==> src/source/dwconv_consts.svh <==
`ifndef DWCONV_CONSTS_SVH
`define DWCONV_CONSTS_SVH

// channel and window geometry
`define DW_CHANNELS 8
`define DW_TAPS 9

// pixel and accumulator widths
`define DW_ACT_W 8
`define DW_ACC_W 32

// output width, one unsigned byte per channel
`define DW_OUT_W 8

// requantization, four fraction bits in the output format
`define DW_FRAC_SHIFT 4
// 6.0 with four fraction bits
`define DW_RELU_CAP 96

// result buffer entries
`define DW_FIFO_DEPTH 4

// capture register plus four adder tree stages
`define DW_PIPE_LAT 5

`endif
==> src/source/dwconv_pkg.sv <==
`default_nettype none

`include "dwconv_consts.svh"

package dwconv_pkg;

  // one signed input pixel
  typedef logic signed [`DW_ACT_W-1:0] act_t;

  // all windows of all channels, channel 0 in the low bits
  typedef logic [`DW_CHANNELS*`DW_TAPS*`DW_ACT_W-1:0] window_t;

  // per-channel sum
  typedef logic signed [`DW_ACC_W-1:0] acc_t;

  // one requantized output
  typedef logic [`DW_OUT_W-1:0] out_act_t;

  // packed output word, channel 0 in the low byte
  typedef logic [`DW_CHANNELS*`DW_OUT_W-1:0] out_word_t;

  // input side four-phase handshake
  typedef enum logic {
    in_idle,
    in_ack_hi
  } in_state_e;

  // output side four-phase handshake
  typedef enum logic [1:0] {
    out_idle,
    out_req_hi,
    out_wait_low
  } out_state_e;

endpackage

`default_nettype wire

==> src/source/dwconv_ctrl.sv <==
`timescale 1ns/10ps
`default_nettype none

`include "dwconv_consts.svh"

module dwconv_ctrl (
  input  logic clk,
  input  logic rstn,
  input  logic in_req,
  input  logic out_ack,
  input  logic fifo_empty,
  output logic in_ack,
  output logic out_req,
  output logic capture,
  output logic fifo_push,
  output logic fifo_pop
);

  localparam int CW = $clog2(`DW_FIFO_DEPTH + 1);

  dwconv_pkg::in_state_e  in_state;
  dwconv_pkg::out_state_e out_state;

  // windows in the pipeline plus entries held in the buffer
  logic [CW-1:0] credit_cnt;
  logic          credit_ok;

  // one bit per pipeline stage, tracks valid windows
  logic [`DW_PIPE_LAT-1:0] pipe_v;

  assign credit_ok = (credit_cnt < CW'(`DW_FIFO_DEPTH));

  // accept only a fresh request, and only with a free buffer slot
  assign capture = (in_state == dwconv_pkg::in_idle) && in_req && credit_ok;

  assign in_ack = (in_state == dwconv_pkg::in_ack_hi);

  // input handshake
  always_ff @(posedge clk) begin
    if (!rstn) begin
      in_state <= dwconv_pkg::in_idle;
    end else begin
      case (in_state)
        dwconv_pkg::in_idle: begin
          if (capture) begin
            in_state <= dwconv_pkg::in_ack_hi;
          end
        end
        dwconv_pkg::in_ack_hi: begin
          // sender has dropped req, release ack
          if (!in_req) begin
            in_state <= dwconv_pkg::in_idle;
          end
        end
        default: in_state <= dwconv_pkg::in_idle;
      endcase
    end
  end

  // valid travels alongside the window data
  always_ff @(posedge clk) begin
    if (!rstn) begin
      pipe_v <= '0;
    end else begin
      pipe_v <= {pipe_v[`DW_PIPE_LAT-2:0], capture};
    end
  end

  assign fifo_push = pipe_v[`DW_PIPE_LAT-1];

  // head leaves the buffer when the receiver acknowledges it
  assign fifo_pop = (out_state == dwconv_pkg::out_req_hi) && out_ack;

  assign out_req = (out_state == dwconv_pkg::out_req_hi);

  // output handshake
  always_ff @(posedge clk) begin
    if (!rstn) begin
      out_state <= dwconv_pkg::out_idle;
    end else begin
      case (out_state)
        dwconv_pkg::out_idle: begin
          if (!fifo_empty && !out_ack) begin
            out_state <= dwconv_pkg::out_req_hi;
          end
        end
        dwconv_pkg::out_req_hi: begin
          if (out_ack) begin
            out_state <= dwconv_pkg::out_wait_low;
          end
        end
        dwconv_pkg::out_wait_low: begin
          // receiver must release ack before the next request
          if (!out_ack) begin
            out_state <= dwconv_pkg::out_idle;
          end
        end
        default: out_state <= dwconv_pkg::out_idle;
      endcase
    end
  end

  // credit count, up on accept and down on pop
  always_ff @(posedge clk) begin
    if (!rstn) begin
      credit_cnt <= '0;
    end else begin
      case ({capture, fifo_pop})
        2'b10:   credit_cnt <= credit_cnt + CW'(1);
        2'b01:   credit_cnt <= credit_cnt - CW'(1);
        default: credit_cnt <= credit_cnt;
      endcase
    end
  end

endmodule

`default_nettype wire

==> config.mk <==
export PLATFORM = sky130hd
export DESIGN_NAME = dwconv_ctrl
export DESIGN_NICKNAME = d
export VERILOG_FILES = /design/src/source/dwconv_pkg.sv /design/src/source/dwconv_ctrl.sv
export VERILOG_INCLUDE_DIRS = /design/src /design/src/source
export SDC_FILE = /design/constraint.sdc
export NUM_CORES = 1
export LEC_CHECK = 0
export ABC_AREA = 1
export BUFFER_PORTS_ARGS = -buffer_cell sky130_fd_sc_hd__buf_2
export CORE_AREA = 8 8 45 47
export DETAILED_ROUTE_END_ITERATION = 10
export DIE_AREA = 0 0 53 55
export GPL_ROUTABILITY_DRIVEN = 0
export GPL_TIMING_DRIVEN = 0
export MAX_ROUTING_LAYER = met4
export PLACE_DENSITY_LB_ADDON = 0.2
export SYNTH_ARGS = -nofsm -noshare
export SYNTH_HDL_FRONTEND = slang
export SYNTH_SLANG_ARGS = --single-unit
export TNS_END_PERCENT = 5
==> constraint.sdc <==
create_clock -name clk -period 1.9 [get_ports clk]
set_input_delay 0.095 -clock clk [delete_from_list [all_inputs] [get_ports clk]]
set_output_delay 0.095 -clock clk [all_outputs]
set_load 0.01 [all_outputs]
# ---- Word level (Yosys, flattened, before mapping)
# Index checks and enable logic that the tools add are counted.
# W data, S select, Z words.
dict set report word_totals {
  ram_bits 0
  word_cells 32
  in_bits 5
  output_inout_bits 5
  mem_count 0
  reg_bits 11
  latchBits 0
  mem_bits_ro 0
}
dict set report op_classes {
  n_lt_le_gt_ge 1
  eq_ne 7
  shift 0
  div_mod_pow 0
  muxes 8
  n_reduce_logical 9
  n_bitwise 1
  multipliers 0
  addsub 2
}
# cell count
set op_table {}
lappend op_table {{$mux W2} 3}
lappend op_table {{$ne A2 B2 Y1 const B} 3}
lappend op_table {{$pmux W2 S3} 1}
lappend op_table {{$pmux W3 S2} 1}
lappend op_table {{$eq A2 B1 Y1 const B} 2}
lappend op_table {{$eq A2 B2 Y1 const B} 2}
lappend op_table {{$logic_and A1 B1 Y1} 4}
lappend op_table {{$add A3 B1 Y3 const B} 1}
lappend op_table {{$lt A3 B3 Y1 const B} 1}
lappend op_table {{$reduce_and A3 Y1} 1}
lappend op_table {{$sub A3 B1 Y3 const B} 1}
lappend op_table {{$logic_not A1 Y1} 2}
lappend op_table {{$logic_not A2 Y1} 1}
lappend op_table {{$mux W1} 2}
lappend op_table {{$pmux W1 S2} 1}
lappend op_table {{$reduce_bool A2 Y1} 1}
lappend op_table {{$not A1 Y1} 1}

# ---- Depth between registers and ports, before layout
# Gate-level depths: netlist of run 1.
dict set report depth {
  depth_word 5
  depth_mapped 12
  ltp_nobuf 12
}

# ---- Worst setup path before layout of run 1
# No wires, ideal clock.
dict set report synth_timing {
  path_kind {register to register}
  from {register out_state[1]}
  to {register credit_cnt[2]}
  arrival_time_ns 1.572
  path_slack_ns 0.219
  n_path_buf 0
  t_required_ns 1.790
  stages_incl_launch_ff 13
  synth_period_minus_slack_ns 1.681
  setup_time_ns 0.110
  path_cell_list {dfxtp_1 > inv_1 > nand2_1 > nor2_1 > ha_1 > inv_2 > fa_1 > inv_1 > nand2_1 > nand3_1 > nand2_1 > inv_1 > nor2_1}
}
dict set report synth_via {
  elab_chain_cells 4
  elab_cells_between_ends 6
  cone_classes {3 x eq/ne; 1 x mux; 2 x reduce/logical}
}
# item line
set synth_lines {}
lappend synth_lines {{start: declaration} dwconv_ctrl.sv:22} ;# dwconv_pkg::out_state_e out_state;
lappend synth_lines {{start signal: assignment} dwconv_ctrl.sv:79} ;# out_state <= dwconv_pkg::out_idle;
lappend synth_lines {{start signal: assignment} dwconv_ctrl.sv:84} ;# out_state <= dwconv_pkg::out_req_hi;
lappend synth_lines {{start signal: assignment} dwconv_ctrl.sv:89} ;# out_state <= dwconv_pkg::out_wait_low;
lappend synth_lines {{$eq A2 B1 Y1 (*)} dwconv_ctrl.sv:72} ;# assign fifo_pop = (out_state == dwconv_pkg::out_req_hi) && out_ack;
lappend synth_lines {{$logic_and A1 B1 Y1 (*)} dwconv_ctrl.sv:72}
lappend synth_lines {{via fifo_pop} dwconv_ctrl.sv:16} ;# output logic fifo_pop
lappend synth_lines {{$eq A2 B1 Y1 or $eq A2 B2 Y1 (tied branches)} dwconv_ctrl.sv:108} ;# case ({capture, fifo_pop})
lappend synth_lines {{$pmux W3 S2 or $reduce_bool A2 Y1 (tied branches)} --}
lappend synth_lines {{end signal: assignment} dwconv_ctrl.sv:109} ;# 2'b10: credit_cnt <= credit_cnt + CW'(1);
lappend synth_lines {{end signal: assignment} dwconv_ctrl.sv:110} ;# 2'b01: credit_cnt <= credit_cnt - CW'(1);
lappend synth_lines {{end signal: assignment} dwconv_ctrl.sv:111} ;# default: credit_cnt <= credit_cnt;
lappend synth_lines {{end: declaration} dwconv_ctrl.sv:25} ;# logic [CW-1:0] credit_cnt;
# The timed path passes the listed nets; every way through them passes the cells marked *.
# A chain may end at the register's enable or synchronous reset.

# ---- Worst setup path in the final report of run 1
dict set report layout_timing {
  from {register out_state[1]}
  to {register credit_cnt[2]}
}
dict set report layout_via {
  elab_chain_cells 4
  elab_cells_between_ends 6
  cone_classes {3 x eq/ne; 1 x mux; 2 x reduce/logical}
}
# item line
set layout_lines {}
lappend layout_lines {{$eq A2 B1 Y1 (*)} dwconv_ctrl.sv:72}
lappend layout_lines {{$logic_and A1 B1 Y1 (*)} dwconv_ctrl.sv:72}
lappend layout_lines {{$eq A2 B1 Y1 or $eq A2 B2 Y1 (tied branches)} dwconv_ctrl.sv:108}
lappend layout_lines {{$pmux W3 S2 or $reduce_bool A2 Y1 (tied branches)} --}
# Every way passes the cells marked *; elsewhere a longest branch is shown, timed or not.

==> impl_metrics.yaml, run 1 <==
pwr:
  power.density_nw_per_um2: 860
  p_leak_uw: 0.000301
  ir_drop_mv: 0.280
global_route:
  grt_max_degree: 11
  globalRoute.busiestLayer: "met2"
  grt_antenna_before_repair: 0
  grt.met3_usage_pct: 2.67
  grtUsageMet2_pct: 8.40
  grt_pass1_vias: 338
  grt.total_usage_pct: 6.39
  gr-usage-met1_pct: 6.91
  grt_pass1_wl_um: 1270
  grt_remaining_overflow: 0
yosys:
  synth_xor_area_share_pct: 0
  synth_cell_types: 14
  synth.largest_area_cell: "dfxtp_1"
  synth_simple_gate_area_share_pct: 17.1
  synth.avg_cell_area_um2: 7.84
  synth_seq_area_share_pct: 49.3
  yosysMostFrequentCell: "inv_1"
  async_reset_ff_share_pct: 0
  synth-seq-cells: 11
  synthTopCellsByCount: "14 x inv_1, 11 x dfxtp_1, 10 x nand2_1"
  syn-cell-area_um2: 447
  yosys_most_used_dff: "dfxtp_1"
  synth-compound-area-share_pct: 9.52
  synthAdderAreaFrac_pct: 7.28
  synth_top_area_share_pct: 49.3
  synth_edf_count: 0
  yosys_warnings: 0
  syn-instance-count: 57
  synth_area_leaders: "dfxtp_1 49%, inv_1 12%, nand2_1 8.4%, a21oi_1 4.5%, fa_1 4.5%"
  syn_nets: 64
  synth_top_family_by_area: "simple AND/OR/NAND/NOR gates"
  muxShareOfSynthArea_pct: 0
timing:
  slew_violations: 0
  period_needed_ns: 1.71
  clock.fmax_ghz: 0.585
  hold_violations: 0
  period_share_pct: 90.0
  rsz0062_at_grt: "no"
  tns_ns: 0
  slew_headroom_pct: 89.5
  worst_pin_slew_ns: 0.157
  setup_slack_ns: 0.190
  fin_skew_ns: 0.00520
  finalSetupViolations: 0
floorplanning:
  row_count: 14
  start_util_pct: 32.3
  die_x_um: 53
  die_area_um2: 2920
  die_y_um: 55
  ios: 10
  core_um2: 1380
hold_path:
  hp-class: "in2reg"
worst_setup_path:
  worst-endpoint-arrival_ns: 1.89
  cp-start-kind: "register"
  crit_path_end_kind: "register"
  cp_max_fo: 3
  path_class: "reg2reg"
  required_ns: 2.08
place:
  placed_cells: 81
  dp_slack_ns: 0.205
  dpl-instance-area_um2: 507
  io_buffers: 8
clock_tree:
  cts_made_buffers: 3
  clock_sinks: 11
  path_clk_slew_ns: 0.07
  cts_buffer_depth: 2
  htree_num_levels: 1
  cts_setup_buffers: 0
  cts_tree: "built"
  cts_hold_buf: 1
  clock-root-buffer: "clkbuf_4"
  cts.repair.resized: 0
  clk_latency_ns: 0.27
cells_and_area:
  stdcell_area_um2: 543
  synthToLayoutAreaGrowth_pct: 21.6
  layout-drive-gt1-share_pct: 25.7
  stdcell_count: 86
  antenna_cells: 0
  nets: 78
route:
  drc: 0
  wl_per_cell_um: 9.17
  antenna_left: 0
  routed_wl_um: 789
  firstDrtPassIters: 3
  vias: 357
  drt_iter0_drc: 5
  viasPerCell: 4.15
run:
  maxCapViolCount: 0
outcome:
  outcome: "completed"
-- worst max-delay path, cell delays in order (launching register included) --
cell and delay, ns:
dfxtp_1 0.31, inv_1 0.07, nand2_1 0.10, nor2_1 0.16, ha_1 0.21, inv_2 0.06
fa_1 0.39, inv_1 0.07, nand2_1 0.06, nand3_1 0.07, nand2_1 0.05, inv_1 0.04
nor2_1 0.04
-- power by group --
part | total [uW] | leakage [uW] | switching, uW | internal (uW)
logic | 56.4 | 0.000196 | 33.4 | 23.1
clock network | 162 | 0.0000150 | 80.4 | 81.3
registers | 249 | 0.0000901 | 5.95 | 243
total | 467 | 0.000301 | 120 | 347
-- area by class of cell --
class                   count  area, um^2
fillers                   169         841
flip-flops and latches     11         220
multi-input cells          27         151
inverters                  18        67.6
repair buffers              9        50.0
clock buffers               4        26.3
well taps                  16        20.0
plain buffers               1        7.51
-- cell usage in the layout (no fill, tap or decap) --
cell type	instances
inv_1	14
dfxtp_1	11
nand2_1	10
buf_2	8
inv_2	4
a21oi_1	4
nand3_1	3
nor2_1	3
clkbuf_4	3
o21ai_1	2
buf_4	1
a211oi_2	1
nand2_2	1
nand4_1	1
fa_1	1
ha_1	1
clkbuf_1	1
dlygate4sd3_1	1
-- registers in the layout, indices dropped and copies added, names as in the netlist --
name / cells
pipe_v: 5
credit_cnt: 3
out_state: 2
in_ack: 1
-- kinds of logic after synthesis --
logic type | Yosys count
AND/OR/NAND/NOR | 18
AO/OA/AOI/OAI | 7
adder cells (fa/ha/maj) | 2
buffers and inverters | 19
flip-flops | 11
-- through the flow --
stage | util (%) | total power [uW] | hold slack, ns
5_1_grt | 39.2 | 493 | 0.0494
6_report | 39.2 | 467 | 0.0564
2_1_floorplan | - | 294 | 0.187
4_1_cts | 39.2 | 476 | 0.0454
3_5_place_dp | 36.6 | 310 | 0.282
3_3_place_gp | 36.6 | 308 | 0.277
-- path summary, 6_finish.rpt --
kind / slack, ns / cells after the start / to / from
setup / recovery: 0.19 / 12 / credit_cnt[2]$_SDFFE_PN0P_ / out_state[1]$_SDFFE_PN0P_
hold / removal: 0.06 / 3 / in_ack$_SDFF_PN0_ / in_req
setup reg to reg: 0.19 / 12 / credit_cnt[2]$_SDFFE_PN0P_ / out_state[1]$_SDFFE_PN0P_
hold reg to reg: 0.42 / 2 / pipe_v[2]$_SDFF_PN0_ / pipe_v[1]$_SDFF_PN0_
-- routing by layer --
layer	wire, um	up-vias
li1	-	194
met1	392	148
met2	307	11
met3	60	4
met4	28	0
met5	0	-
Power figures use the tool's default switching activity.
==> run 2: changes to the inputs <==
--- a/config.mk
+++ b/config.mk
@@ -6,7 +6,6 @@
 export SDC_FILE = /design/constraint.sdc
 export NUM_CORES = 1
 export LEC_CHECK = 0
-export ABC_AREA = 1
 export BUFFER_PORTS_ARGS = -buffer_cell sky130_fd_sc_hd__buf_2
 export CORE_AREA = 8 8 45 47
 export DETAILED_ROUTE_END_ITERATION = 10
==> impl_metrics.yaml, run 2 <==
floorplanning:
  row_count: 14
  die_y_um: 55
  core_um2: 1380
  die_x_um: 53
  start_util_pct: 30.2
  die_area_um2: 2920
  ios: 10
worst_setup_path:
  path_class: "reg2reg"
  cpPeakStageDelay_ns: 0.35
  crit_path_end_kind: "register"
  cp-start-kind: "register"
  path_cells: "nor2b_4 -> and2_4 -> ha_2 -> inv_1 -> fa_2 -> xor2_1 -> or3_1 -> a21boi_1"
  cp_max_fo: 3
  crit_slowest_cell: "dfxtp_2"
  required_ns: 2.10
  worst-endpoint-arrival_ns: 2.01
  crit_family: "simple AND/OR/NAND/NOR gates"
  crit_buf_inv: 1
global_route:
  grt_pass1_wl_um: 1100
  grt_pass1_vias: 303
  grt_max_degree: 11
  grt.total_usage_pct: 5.55
  grt_remaining_overflow: 0
  grt_antenna_before_repair: 0
yosys:
  synth_top_area_share_pct: 52.7
  syn-instance-count: 42
  syn-cell-area_um2: 418
  yosysMostFrequentCell: "dfxtp_1"
  synth.avg_cell_area_um2: 9.95
  synth_seq_area_share_pct: 52.7
  synthTopCellsByCount: "11 x dfxtp_1, 7 x and2_1, 5 x inv_1"
  synth_cell_types: 17
  yosys_warnings: 0
  synth_edf_count: 0
  synth-seq-cells: 11
  synth_area_leaders: "dfxtp_1 53%, and2_1 10%, fa_1 4.8%, inv_1 4.5%, xor2_1 4.2%"
  syn_nets: 49
  yosys_most_used_dff: "dfxtp_1"
  synth.largest_area_cell: "dfxtp_1"
  async_reset_ff_share_pct: 0
timing:
  period_needed_ns: 1.80
  rsz0062_at_grt: "no"
  period_share_pct: 95.0
  worst_pin_slew_ns: 0.231
  finalSetupViolations: 0
  hold_violations: 0
  slew_violations: 0
  fin_skew_ns: 0.00428
  tns_ns: 0
  clock.fmax_ghz: 0.554
  slew_headroom_pct: 84.4
route:
  wl_per_cell_um: 9.59
  firstDrtPassIters: 1
  viasPerCell: 4.25
  antenna_left: 0
  drc: 0
  vias: 302
  drt_iter0_drc: 0
  routed_wl_um: 681
pwr:
  p_leak_uw: 0.000238
  p_switching_uw: 108
  p_int_uw: 352
  seq_power_share_pct: 54.5
  ir_drop_mv: 0.330
  power.density_nw_per_um2: 876
  swShare_pct: 23.5
  clkPwrFrac_pct: 33.9
  p_comb_share_pct: 11.6
cells_and_area:
  largest_register_ffs: 5
  nFillCells: 144
  synthToLayoutAreaGrowth_pct: 25.7
  layout-drive-gt1-share_pct: 30.9
  layout_common_cells: "10 x dfxtp_1, 9 x buf_2, 6 x and2_1"
  top_register: "pipe_v"
  nets: 63
  regArea_um2: 221
  multiInputGateArea_um2: 194
  stdcell_area_um2: 526
  layout_commonest_cell: "dfxtp_1"
  reg_top3: "pipe_v x5, credit_cnt x3, out_state x2"
  antenna_cells: 0
clock_tree:
  clk_latency_ns: 0.26
  cts_made_buffers: 3
  cts_buffer_depth: 2
  cts_tree: "built"
  clock_sinks: 11
  htree_num_levels: 1
  cts_hold_buf: 0
  path_clk_slew_ns: 0.07
  clock-root-buffer: "clkbuf_4"
outcome:
  outcome: "completed"
place:
  io_buffers: 9
  hpwl_um: 512
  dpl-instance-area_um2: 493
run:
  maxCapViolCount: 0
hold_path:
  hp-class: "in2reg"
[run 2: changes by cell type after synthesis, sizes merged, moves of 3 or more]
cell	before	now
nand2	11	3
a21oi	4	1
inv	18	5
and2	0	7
nand3	3	0
[run 2: worst paths after layout]
path                                  start                          to  slack, ns  cells after the start
setup / recovery  out_state[0]$_SDFFE_PN0P_  credit_cnt[2]$_SDFFE_PN0P_        0.1                      8
setup reg to reg  out_state[0]$_SDFFE_PN0P_  credit_cnt[2]$_SDFFE_PN0P_        0.1                      8
hold reg to reg        pipe_v[3]$_SDFF_PN0_        pipe_v[4]$_SDFF_PN0_       0.44                      1
hold / removal                      out_ack   out_state[0]$_SDFFE_PN0P_      0.009                      2
[run 2: cell type report]
cell class                 count  area share, %
multi-input combinational     26           36.9
sequential                    11           42.1
tap                           16           3.81
timing repair buffer           9           8.57
inverter                       5           3.57
clock buffer                   4           5.00
[run 2: timing repair]
item | 4_1_cts | 5_1_grt
pin swaps | 0 | 1
endpoints found under the setup margin | 1 | 1
gates cloned | 0 | 0
setup buffers | 0 | 0
resized for setup | 1 | 2
[run 2: layer usage]
| layer | part of all wire, % | up-vias | GRT usage (%) |
|---|---|---|---|
| met4 | 0 | 0 | 5.17 |
| li1 | - | 160 | - |
| met3 | 5.1 | 0 | 2.41 |
| met2 | 43 | 8 | 8.01 |
| met1 | 51 | 134 | 5.56 |
| met5 | 0 | - | - |
[run 2: power groups by stage]
| stage | sequential [uW] | combinational, uW | clock, uW |
|---|---|---|---|
| 6_report | 251 | 53.5 | 156 |
| 5_1_grt | 253 | 60.7 | 180 |
| 4_1_cts | 251 | 53.4 | 164 |
| 3_5_place_dp | 256 | 52.8 | 0 |
| 3_3_place_gp | 256 | 51.5 | 0 |
| 2_1_floorplan | 255 | 36.0 | 0 |
[run 2: cells by family (layout without fill, tap and decap cells)]
kind of cell	Yosys count	after routing	share of synthesized area, %
buf+inv	5	18	4.49
xor+xnor	3	3	6.29
compound gates	4	4	5.39
simple gates	17	17	23.4
flops	11	11	52.7
fa+ha+maj	2	2	7.78
[run 2: per-stage QoR]
stage	worst slack [ns]	util, %	std cells	hold WS (ns)	power [uW]
global placement	0.0194	35.6	67	0.294	308
detailed placement	0.00362	35.6	67	0.301	309
finish	0.0950	38.0	71	0.00926	460
floorplan	0.00332	-	42	0.174	291
CTS	0.0240	37.6	71	0.00602	469
global route	0.00429	38.0	71	0.0119	493
